===== src/design/alu_params.svh =====
`ifndef ALU_PARAMS_SVH
`define ALU_PARAMS_SVH

`define ALU_DATA_W      8
`define ALU_OPCODE_W    6
`define ALU_SRC_DESC_W  12
`define ALU_SRC_KIND_W  2
`define ALU_SFR_SEL_W   2

// arithmetic unit, code 000
`define ALU_ADD   6'b000_000
`define ALU_ADDC  6'b000_001
`define ALU_SUBB  6'b000_010
`define ALU_INC   6'b000_011
`define ALU_DEC   6'b000_100

// logic unit, code 001
`define ALU_ANL   6'b001_000
`define ALU_ORL   6'b001_001
`define ALU_XRL   6'b001_010
`define ALU_CLR   6'b001_011
`define ALU_CPL   6'b001_100

// transfer unit, code 010
`define ALU_RR    6'b010_000
`define ALU_RL    6'b010_001
`define ALU_RRC   6'b010_010
`define ALU_RLC   6'b010_011
`define ALU_SWAP  6'b010_100
`define ALU_MOV   6'b010_101

// branch unit, code 011
`define ALU_JZ    6'b011_000
`define ALU_JNZ   6'b011_001
`define ALU_JC    6'b011_010
`define ALU_JNC   6'b011_011
`define ALU_CJNE  6'b011_100
`define ALU_DJNZ  6'b011_101

`define ALU_PSW_C   7
`define ALU_PSW_AC  6
`define ALU_PSW_OV  2

`define ALU_SRC_DATA  2'b00
`define ALU_SRC_IMM   2'b10
`define ALU_SRC_SFR   2'b11

`define ALU_SFR_A    2'b10
`define ALU_SFR_B    2'b01
`define ALU_SFR_PSW  2'b11

`endif


===== src/design/alu_pkg.sv =====
`default_nettype none
`include "alu_params.svh"

package alu_pkg;

	// one source word, read as immediate or as special-register select.
	typedef union packed {
		struct packed {
			logic [`ALU_SRC_KIND_W-1:0] kind;
			logic [`ALU_SRC_DESC_W-`ALU_SRC_KIND_W-`ALU_DATA_W-1:0] spare;
			logic [`ALU_DATA_W-1:0] imm;
		} imm_view;
		struct packed {
			logic [`ALU_SRC_KIND_W-1:0] kind;
			logic [`ALU_SRC_DESC_W-`ALU_SRC_KIND_W-`ALU_SFR_SEL_W-1:0] spare;
			logic [`ALU_SFR_SEL_W-1:0] sel;
		} sfr_view;
	} src_desc_u;

endpackage

`default_nettype wire


===== src/design/alu_operand_if.sv =====
`timescale 1ns/100ps
`default_nettype none
`include "alu_params.svh"

interface alu_operand_if;
	logic valid;
	logic [`ALU_OPCODE_W-1:0] opcode;
	logic [`ALU_DATA_W-1:0] operand; // resolved source byte.
	logic [`ALU_SFR_SEL_W-1:0] sfr_sel;
	logic sfr_src;
	logic [`ALU_DATA_W-1:0] src_data; // raw bus byte.
	logic [`ALU_DATA_W-1:0] a;
	logic [`ALU_DATA_W-1:0] b;
	logic [`ALU_DATA_W-1:0] psw;

	modport source (
		output valid, opcode, operand, sfr_sel, sfr_src, src_data, a, b, psw
	);

	modport sink (
		input valid, opcode, operand, sfr_sel, sfr_src, src_data, a, b, psw
	);
endinterface

`default_nettype wire


===== src/design/alu_result_if.sv =====
`timescale 1ns/100ps
`default_nettype none
`include "alu_params.svh"

interface alu_exec_if;
	logic [`ALU_DATA_W-1:0] a_next;
	logic [`ALU_DATA_W-1:0] b_next;
	logic [`ALU_DATA_W-1:0] psw_next;
	logic data_we;
	logic [`ALU_DATA_W-1:0] data;

	modport producer (
		output a_next, b_next, psw_next, data_we, data
	);

	modport consumer (
		input a_next, b_next, psw_next, data_we, data
	);
endinterface

interface alu_branch_if;
	logic valid;
	logic taken;
	logic carry_we; // cjne carry update.
	logic carry;
	logic data_we;
	logic [`ALU_DATA_W-1:0] data;

	modport producer (
		output valid, taken, carry_we, carry, data_we, data
	);

	modport consumer (
		input valid, taken, carry_we, carry, data_we, data
	);
endinterface

`default_nettype wire


===== src/design/alu_compute.sv =====
`timescale 1ns/100ps
`default_nettype none
`include "alu_params.svh"

module alu_compute (
	alu_operand_if.sink operand,
	alu_exec_if.producer exec
);

	logic c;
	logic cin;
	logic [`ALU_DATA_W:0] sum;
	logic [4:0] nib;
	logic [`ALU_DATA_W-1:0] step;

	assign c = operand.psw[`ALU_PSW_C];

	// carry only enters addc and subb.
	assign cin = (operand.opcode == `ALU_ADDC || operand.opcode == `ALU_SUBB) ? c : 1'b0;

	// subb borrows land in the top bit, same as a carry.
	assign sum = (operand.opcode == `ALU_SUBB) ?
		({1'b0, operand.a} - {1'b0, operand.operand} - {{`ALU_DATA_W{1'b0}}, cin}) :
		({1'b0, operand.a} + {1'b0, operand.operand} + {{`ALU_DATA_W{1'b0}}, cin});

	assign nib = (operand.opcode == `ALU_SUBB) ?
		({1'b0, operand.a[3:0]} - {1'b0, operand.operand[3:0]} - {4'b0, cin}) :
		({1'b0, operand.a[3:0]} + {1'b0, operand.operand[3:0]} + {4'b0, cin});

	// plus one or minus one.
	assign step = (operand.opcode == `ALU_INC) ? `ALU_DATA_W'd1 : {`ALU_DATA_W{1'b1}};

	always_comb begin
		exec.a_next = operand.a;
		exec.b_next = operand.b;
		exec.psw_next = operand.psw;
		exec.data_we = 1'b0;
		exec.data = '0;
		if (operand.valid) begin
			case (operand.opcode)
				`ALU_ADD, `ALU_ADDC, `ALU_SUBB: begin
					exec.a_next = sum[`ALU_DATA_W-1:0];
					exec.psw_next[`ALU_PSW_C] = sum[`ALU_DATA_W];
					exec.psw_next[`ALU_PSW_AC] = nib[4];
					exec.psw_next[`ALU_PSW_OV] = sum[`ALU_DATA_W] ^ sum[`ALU_DATA_W-1];
				end
				`ALU_INC, `ALU_DEC: begin
					if (operand.sfr_src && operand.sfr_sel == `ALU_SFR_A) begin
						exec.a_next = operand.a + step;
					end
					else if (operand.sfr_src && operand.sfr_sel == `ALU_SFR_B) begin
						exec.b_next = operand.b + step;
					end
					else begin
						exec.data_we = 1'b1; // result goes out on des_data.
						exec.data = operand.src_data + step;
					end
					exec.psw_next[`ALU_PSW_C] = 1'b0;
				end
				`ALU_ANL: begin
					exec.a_next = operand.a & operand.operand;
				end
				`ALU_ORL: begin
					exec.a_next = operand.a | operand.operand;
				end
				`ALU_XRL: begin
					exec.a_next = operand.a ^ operand.operand;
				end
				`ALU_CLR: begin
					exec.a_next = '0;
				end
				`ALU_CPL: begin
					exec.a_next = ~operand.a;
				end
				`ALU_RR: begin
					exec.a_next = {operand.a[0], operand.a[`ALU_DATA_W-1:1]};
				end
				`ALU_RL: begin
					exec.a_next = {operand.a[`ALU_DATA_W-2:0], operand.a[`ALU_DATA_W-1]};
				end
				`ALU_RRC: begin
					exec.a_next = {c, operand.a[`ALU_DATA_W-1:1]};
					exec.psw_next[`ALU_PSW_C] = operand.a[0];
				end
				`ALU_RLC: begin
					exec.a_next = {operand.a[`ALU_DATA_W-2:0], c};
					exec.psw_next[`ALU_PSW_C] = operand.a[`ALU_DATA_W-1];
				end
				`ALU_SWAP: begin
					exec.a_next = {operand.a[3:0], operand.a[7:4]};
				end
				`ALU_MOV: begin
					exec.a_next = operand.operand;
				end
				default: begin
					// branches and unused codes keep state.
					exec.a_next = operand.a;
				end
			endcase
		end
	end

endmodule

`default_nettype wire


===== src/design/alu_regs.sv =====
`timescale 1ns/100ps
`default_nettype none
`include "alu_params.svh"

module alu_regs
	import alu_pkg::*;
(
	input  logic clk,
	input  logic reset,
	input  logic nop,
	input  logic [`ALU_OPCODE_W-1:0] opcode,
	input  logic [`ALU_DATA_W-1:0] src_data,
	input  src_desc_u src_desc,
	alu_operand_if.source operand,
	alu_exec_if.consumer exec,
	alu_branch_if.consumer branch,
	output logic [`ALU_DATA_W-1:0] des_data,
	output logic [`ALU_DATA_W-1:0] a,
	output logic [`ALU_DATA_W-1:0] b,
	output logic [`ALU_DATA_W-1:0] psw
);

	logic [`ALU_SRC_KIND_W-1:0] kind;
	logic [`ALU_DATA_W-1:0] sfr_val;
	logic [`ALU_DATA_W-1:0] src_val;
	logic [`ALU_DATA_W-1:0] psw_next;

	assign kind = src_desc.imm_view.kind; // same bits in both views.

	always_comb begin
		case (src_desc.sfr_view.sel)
			`ALU_SFR_A: sfr_val = a;
			`ALU_SFR_B: sfr_val = b;
			`ALU_SFR_PSW: sfr_val = psw;
			default: sfr_val = '0;
		endcase
	end

	always_comb begin
		case (kind)
			`ALU_SRC_SFR: src_val = sfr_val;
			`ALU_SRC_IMM: src_val = src_desc.imm_view.imm;
			`ALU_SRC_DATA: src_val = src_data;
			default: src_val = src_data;
		endcase
	end

	// nothing issues while in reset.
	assign operand.valid = ~nop & ~reset;
	assign operand.opcode = opcode;
	assign operand.operand = src_val;
	assign operand.sfr_src = kind == `ALU_SRC_SFR;
	assign operand.sfr_sel = (kind == `ALU_SRC_SFR) ? src_desc.sfr_view.sel : '0;
	assign operand.src_data = src_data;
	assign operand.a = a;
	assign operand.b = b;
	assign operand.psw = psw;

	always_comb begin
		psw_next = exec.psw_next;
		if (branch.carry_we) begin
			psw_next[`ALU_PSW_C] = branch.carry; // cjne compare result.
		end
	end

	always_ff @(posedge clk) begin
		if (reset) begin
			a <= '0;
			b <= '0;
			psw <= '0;
			des_data <= '0;
		end
		else begin
			a <= exec.a_next;
			b <= exec.b_next;
			psw <= psw_next;
			if (exec.data_we) begin
				des_data <= exec.data;
			end
			else if (branch.data_we) begin
				des_data <= branch.data;
			end
		end
	end

endmodule

`default_nettype wire


===== src/design/alu_top.sv =====
`timescale 1ns/100ps
`default_nettype none
`include "alu_params.svh"

module alu_top
	import alu_pkg::*;
(
	input  logic clk,
	input  logic reset,
	input  logic nop,
	input  logic [`ALU_OPCODE_W-1:0] opcode,
	input  logic [`ALU_DATA_W-1:0] src_data,
	input  src_desc_u src_desc,
	output logic branch_valid,
	output logic branch_taken,
	output logic [`ALU_DATA_W-1:0] des_data,
	output logic [`ALU_DATA_W-1:0] a,
	output logic [`ALU_DATA_W-1:0] b,
	output logic [`ALU_DATA_W-1:0] psw
);

	alu_operand_if operand_bus ();
	alu_exec_if exec_bus ();
	alu_branch_if branch_bus ();

	alu_regs u_regs (
		.clk      (clk),
		.reset    (reset),
		.nop      (nop),
		.opcode   (opcode),
		.src_data (src_data),
		.src_desc (src_desc),
		.operand  (operand_bus),
		.exec     (exec_bus),
		.branch   (branch_bus),
		.des_data (des_data),
		.a        (a),
		.b        (b),
		.psw      (psw)
	);

	alu_compute u_compute (.operand(operand_bus), .exec(exec_bus));

	branch_eval u_branch (.operand(operand_bus), .branch(branch_bus));

	assign branch_valid = branch_bus.valid;
	assign branch_taken = branch_bus.taken;

endmodule

`default_nettype wire


===== src/design/branch_eval.sv =====
`timescale 1ns/100ps
`default_nettype none
`include "alu_params.svh"

module branch_eval (
	alu_operand_if.sink operand,
	alu_branch_if.producer branch
);

	logic [`ALU_DATA_W-1:0] dec;
	logic c;

	assign dec = operand.operand - `ALU_DATA_W'd1; // djnz counter.
	assign c = operand.psw[`ALU_PSW_C];

	always_comb begin
		branch.valid = 1'b0;
		branch.taken = 1'b0;
		branch.carry_we = 1'b0;
		branch.carry = 1'b0;
		branch.data_we = 1'b0;
		branch.data = '0;
		if (operand.valid) begin
			case (operand.opcode)
				`ALU_JZ: begin
					branch.valid = 1'b1;
					branch.taken = ~|operand.a;
				end
				`ALU_JNZ: begin
					branch.valid = 1'b1;
					branch.taken = |operand.a;
				end
				`ALU_JC: begin
					branch.valid = 1'b1;
					branch.taken = c;
				end
				`ALU_JNC: begin
					branch.valid = 1'b1;
					branch.taken = ~c;
				end
				`ALU_CJNE: begin
					branch.valid = 1'b1;
					branch.taken = operand.a != operand.operand;
					branch.carry_we = operand.a != operand.operand; // equal leaves c.
					branch.carry = operand.a < operand.operand;
				end
				`ALU_DJNZ: begin
					branch.valid = 1'b1;
					branch.taken = |dec;
					branch.data_we = 1'b1;
					branch.data = dec;
				end
				default: begin
					branch.valid = 1'b0;
				end
			endcase
		end
	end

endmodule

`default_nettype wire


===== config.mk =====
export PLATFORM = sky130hd
export DESIGN_NAME = alu_top
export DESIGN_NICKNAME = d
export VERILOG_FILES = /design/src/design/alu_pkg.sv /design/src/design/alu_operand_if.sv /design/src/design/alu_result_if.sv /design/src/design/alu_compute.sv /design/src/design/alu_regs.sv /design/src/design/alu_top.sv /design/src/design/branch_eval.sv
export VERILOG_INCLUDE_DIRS = /design/src /design/src/design
export SDC_FILE = /design/constraint.sdc
export NUM_CORES = 1
export LEC_CHECK = 0
export BUFFER_PORTS_ARGS = -buffer_cell sky130_fd_sc_hd__buf_4
export CORE_MARGIN = 2
export CORE_UTILIZATION = 45
export DETAILED_ROUTE_END_ITERATION = 7
export GPL_TIMING_DRIVEN = 0
export PLACE_DENSITY = 0.65
export SETUP_SLACK_MARGIN = 0.2
export SYNTH_ARGS = -nofsm -noshare
export SYNTH_HDL_FRONTEND = slang
export SYNTH_SLANG_ARGS = --single-unit

===== constraint.sdc =====
create_clock -name clk -period 5.04 [get_ports clk]
set_input_delay 0 -clock clk [delete_from_list [all_inputs] [get_ports clk]]
set_output_delay 0 -clock clk [all_outputs]
set_load 0.01 [all_outputs]

==> results.md <==
- Setup crit start kind: flop
- Commonest cells after routing, fill and taps aside: ha_1 (58), buf_4 (56), nor2_1 (54)
- Clk_lat worst skew: 0.29 ns
- Worst slew pin tran: 1.02 ns
- Setup bufs post-CTS: 0
- CTS buffer count: 3
- Final core occ: 0.521
- Peak VDD IR: 104 µV
- Post-route ant nets: 0
- Final hold viol count: 0
- Setup slack after layout: 0.537 ns
- Final min period: 4.50 ns
- Leakage: 2.15 nW
- CP max stage delay: 0.61 ns
- DRT iter0 DRCs: 326
- Number of flops mapped to enable cells by yosys: 0
- Required @ worst endpoint: 5.22 ns
- Resized Gates After CTS: 0
- Final setup viols: 0
- FMAX: 0.222 GHz
- Filler cells: 979
- Total inserted antenna cells: 0
- First-pass GRT wire length: 23800 µm
- Worst Skew: 0.00943 ns
- Final Non-Filler Cells: 768
- Drt wl/cell: 20.3 µm
- Flop pwr share: 0.299
- Layout Nets: 730
- Hold slack: 0.0521 ns
- Routability cong.: 0.985
- YS warnings: 0
- Total length of routed wires: 15600 µm
- Switching Power: 0.336 mW
- Hold buffer count at CTS: 0
- Sequential Area: 541 µm²
- Worst Setup End Kind: flop
- Crit-path max FO: 9
- Via count: 4703
- Sequential area share after synthesis: 0.122
- CP most frequent cell: fa_1
- Starting Density: 0.458
- Distinct cell type count after synthesis: 82
- Largest net degree at the start of global routing: 20
- CTS root buffer: clkbuf_8
- CP Class: reg -> reg
- RSZ-0062 raised after global routing: no
- Die area: 10700 µm²
- Core ar.: 9680 µm²
- GRT Resource Usage Total: 0.292
- Slowest-stage cell, CP: nor2_1
- TritonCTS clock tree: done
- Pre-CTS WS: 0.635 ns
- Clock network fraction of total power: 0.179
- Yosys reg bits: 27
- Final worst path period share: 0.893
- Type of the tightest min-delay check: in -> reg
- Pins Over Slew Limit: 0
- PD cells: 154 nW/µm²
- Sw frac: 0.433
- Fraction of layout cells with a size suffix above 1: 0.146
- Commonest non-fill, non-tap cell in the layout: ha_1
- Synth Instances: 576
- Status: finished clean
- CTS Sinks: 27
- Initial antenna violation count: 0
- Drt pass-1 iters: 6
- Rel. slew slack: 0.319
- IO Pins: 63
- Die W: 103 µm
- Ys flop type: dfxtp_1
- Arr. time, crit path: 4.68 ns
- DP HPWL: 12300 µm
- Max cap viols: 0
- Area delta synth->final: 13.7%
- Max clock buf depth: 2
- Post-route cell area: 5050 µm²
- Vias in the first global route: 4380
- Combinational power share: 0.522
- Internal: 0.441 mW
- DP Area: 5000 µm²
- Placed Cells incl. Taps: 764
- Critical path, cell by cell: clkbuf_1 > a221oi_2 > nor2_1 > inv_1 > fa_1 > fa_1 > nand2b_1 > a21oi_1 > o31a_1 > and3_1 > o22ai_1 > a2111oi_0
- Rows: 36
- Total Power: 0.777 mW
- DRC: 0
- Area of the multi-input gates: 3580 µm²
- CTS H-tree lvls: 1
- Syn Area/Cell: 7.71 µm²
- Die Span Y: 103 µm
- Final setup TNS: 0 ns
- Detail-routed via count per cell: 6.12
- Post-synth ARST share: 0
- Gr ovfl total: 0
- Post-synthesis cell area: 4440 µm²
- Port bufs: 51
- Register clock-pin slew on the reported worst setup and hold paths: 0.11 ns
-- state kept, by name, indices dropped and copies added, names as in the netlist --
signal / flops
u_regs.a: 8
u_regs.b: 8
u_regs.des_data: 8
u_regs.operand.psw: 3
-- layer usage --
metal	up-vias	track usage	share of wire
met4	0	0.0719	0.023
met2	193	0.455	0.45
met1	2243	0.422	0.46
li1	2240	-	-
met5	-	0	0
met3	27	0.0464	0.073
-- path summary, 6_finish.rpt --
path,startpoint,to,slack (ns),depth (start not counted)
worst min-delay path,nop,u_regs.operand.psw[7],0.05,3
worst max register to register,u_regs.a[0],u_regs.operand.psw[7],0.54,12
worst max-delay path,u_regs.a[0],u_regs.operand.psw[7],0.54,12
worst min register to register,u_regs.des_data[2],u_regs.des_data[2],0.48,2
-- power by group through the flow --
stage,clock network [mW],registers [mW],logic (mW)
after detailed placement,0,0.236,0.397
after global placement,0,0.236,0.391
after floorplan,0,0.232,0.286
final,0.139,0.232,0.406
after global routing,0.147,0.232,0.444
after CTS,0.138,0.231,0.399
-- cell families (layout without fill, tap and decap cells) --
family,Yosys count,count (layout),synth area share
AO/OA/AOI/OAI,184,184,0.295
XOR/XNOR,37,37,0.0730
adder cells (fa/ha/maj),65,65,0.195
buffers and inverters,72,127,0.0753
flip-flops,27,27,0.122
multiplexers,11,11,0.0251
other,1,5,0.000845
AND/OR/NAND/NOR,179,179,0.214
-- area by class of cell --
type | count | area share
Timing Repair Buffer | 51 | 0.0758
Clock buffer | 4 | 0.00892
Buffer | 29 | 0.0342
Tap cell | 133 | 0.0330
Multi-Input combinational cell | 481 | 0.709
Sequential cell | 27 | 0.107
Inverter | 43 | 0.0320
-- critical path, delay by kind of cell, from the launching register on --
kind | cells | cell delay (ns)
flops | 1 | 0.37
buf+inv | 2 | 0.76
compound gates | 5 | 1.35
fa+ha+maj | 2 | 0.93
simple gates | 3 | 0.95
-- synthesized netlist by cell type, types with 4 or more instances --
library cell | count | area (µm²)
a211oi_1 | 6 | 45.0
a21o_1 | 4 | 30.0
a21oi_1 | 44 | 220
o21a_1 | 5 | 37.5
nor2b_1 | 7 | 43.8
a31oi_1 | 6 | 37.5
nor3_1 | 16 | 80.1
mux2i_1 | 10 | 100
nand2_1 | 29 | 109
xor2_1 | 13 | 114
o211ai_1 | 6 | 45.0
a22oi_1 | 8 | 60.1
a221oi_1 | 8 | 70.1
buf_4 | 5 | 37.5
nor4_1 | 4 | 25.0
nand4_1 | 6 | 37.5
o21ai_0 | 26 | 130
o221ai_1 | 5 | 43.8
fa_1 | 7 | 140
nand2b_1 | 4 | 25.0
xnor2_1 | 24 | 210
nor2_1 | 54 | 203
dfxtp_1 | 27 | 541
or3_1 | 7 | 43.8
o21ai_1 | 5 | 25.0
inv_1 | 41 | 154
o21bai_1 | 7 | 52.6
buf_2 | 7 | 35.0
ha_1 | 58 | 726
o22ai_1 | 18 | 113
nand3_1 | 20 | 100
clkbuf_1 | 10 | 37.5
Power figures use the tool's default switching activity.
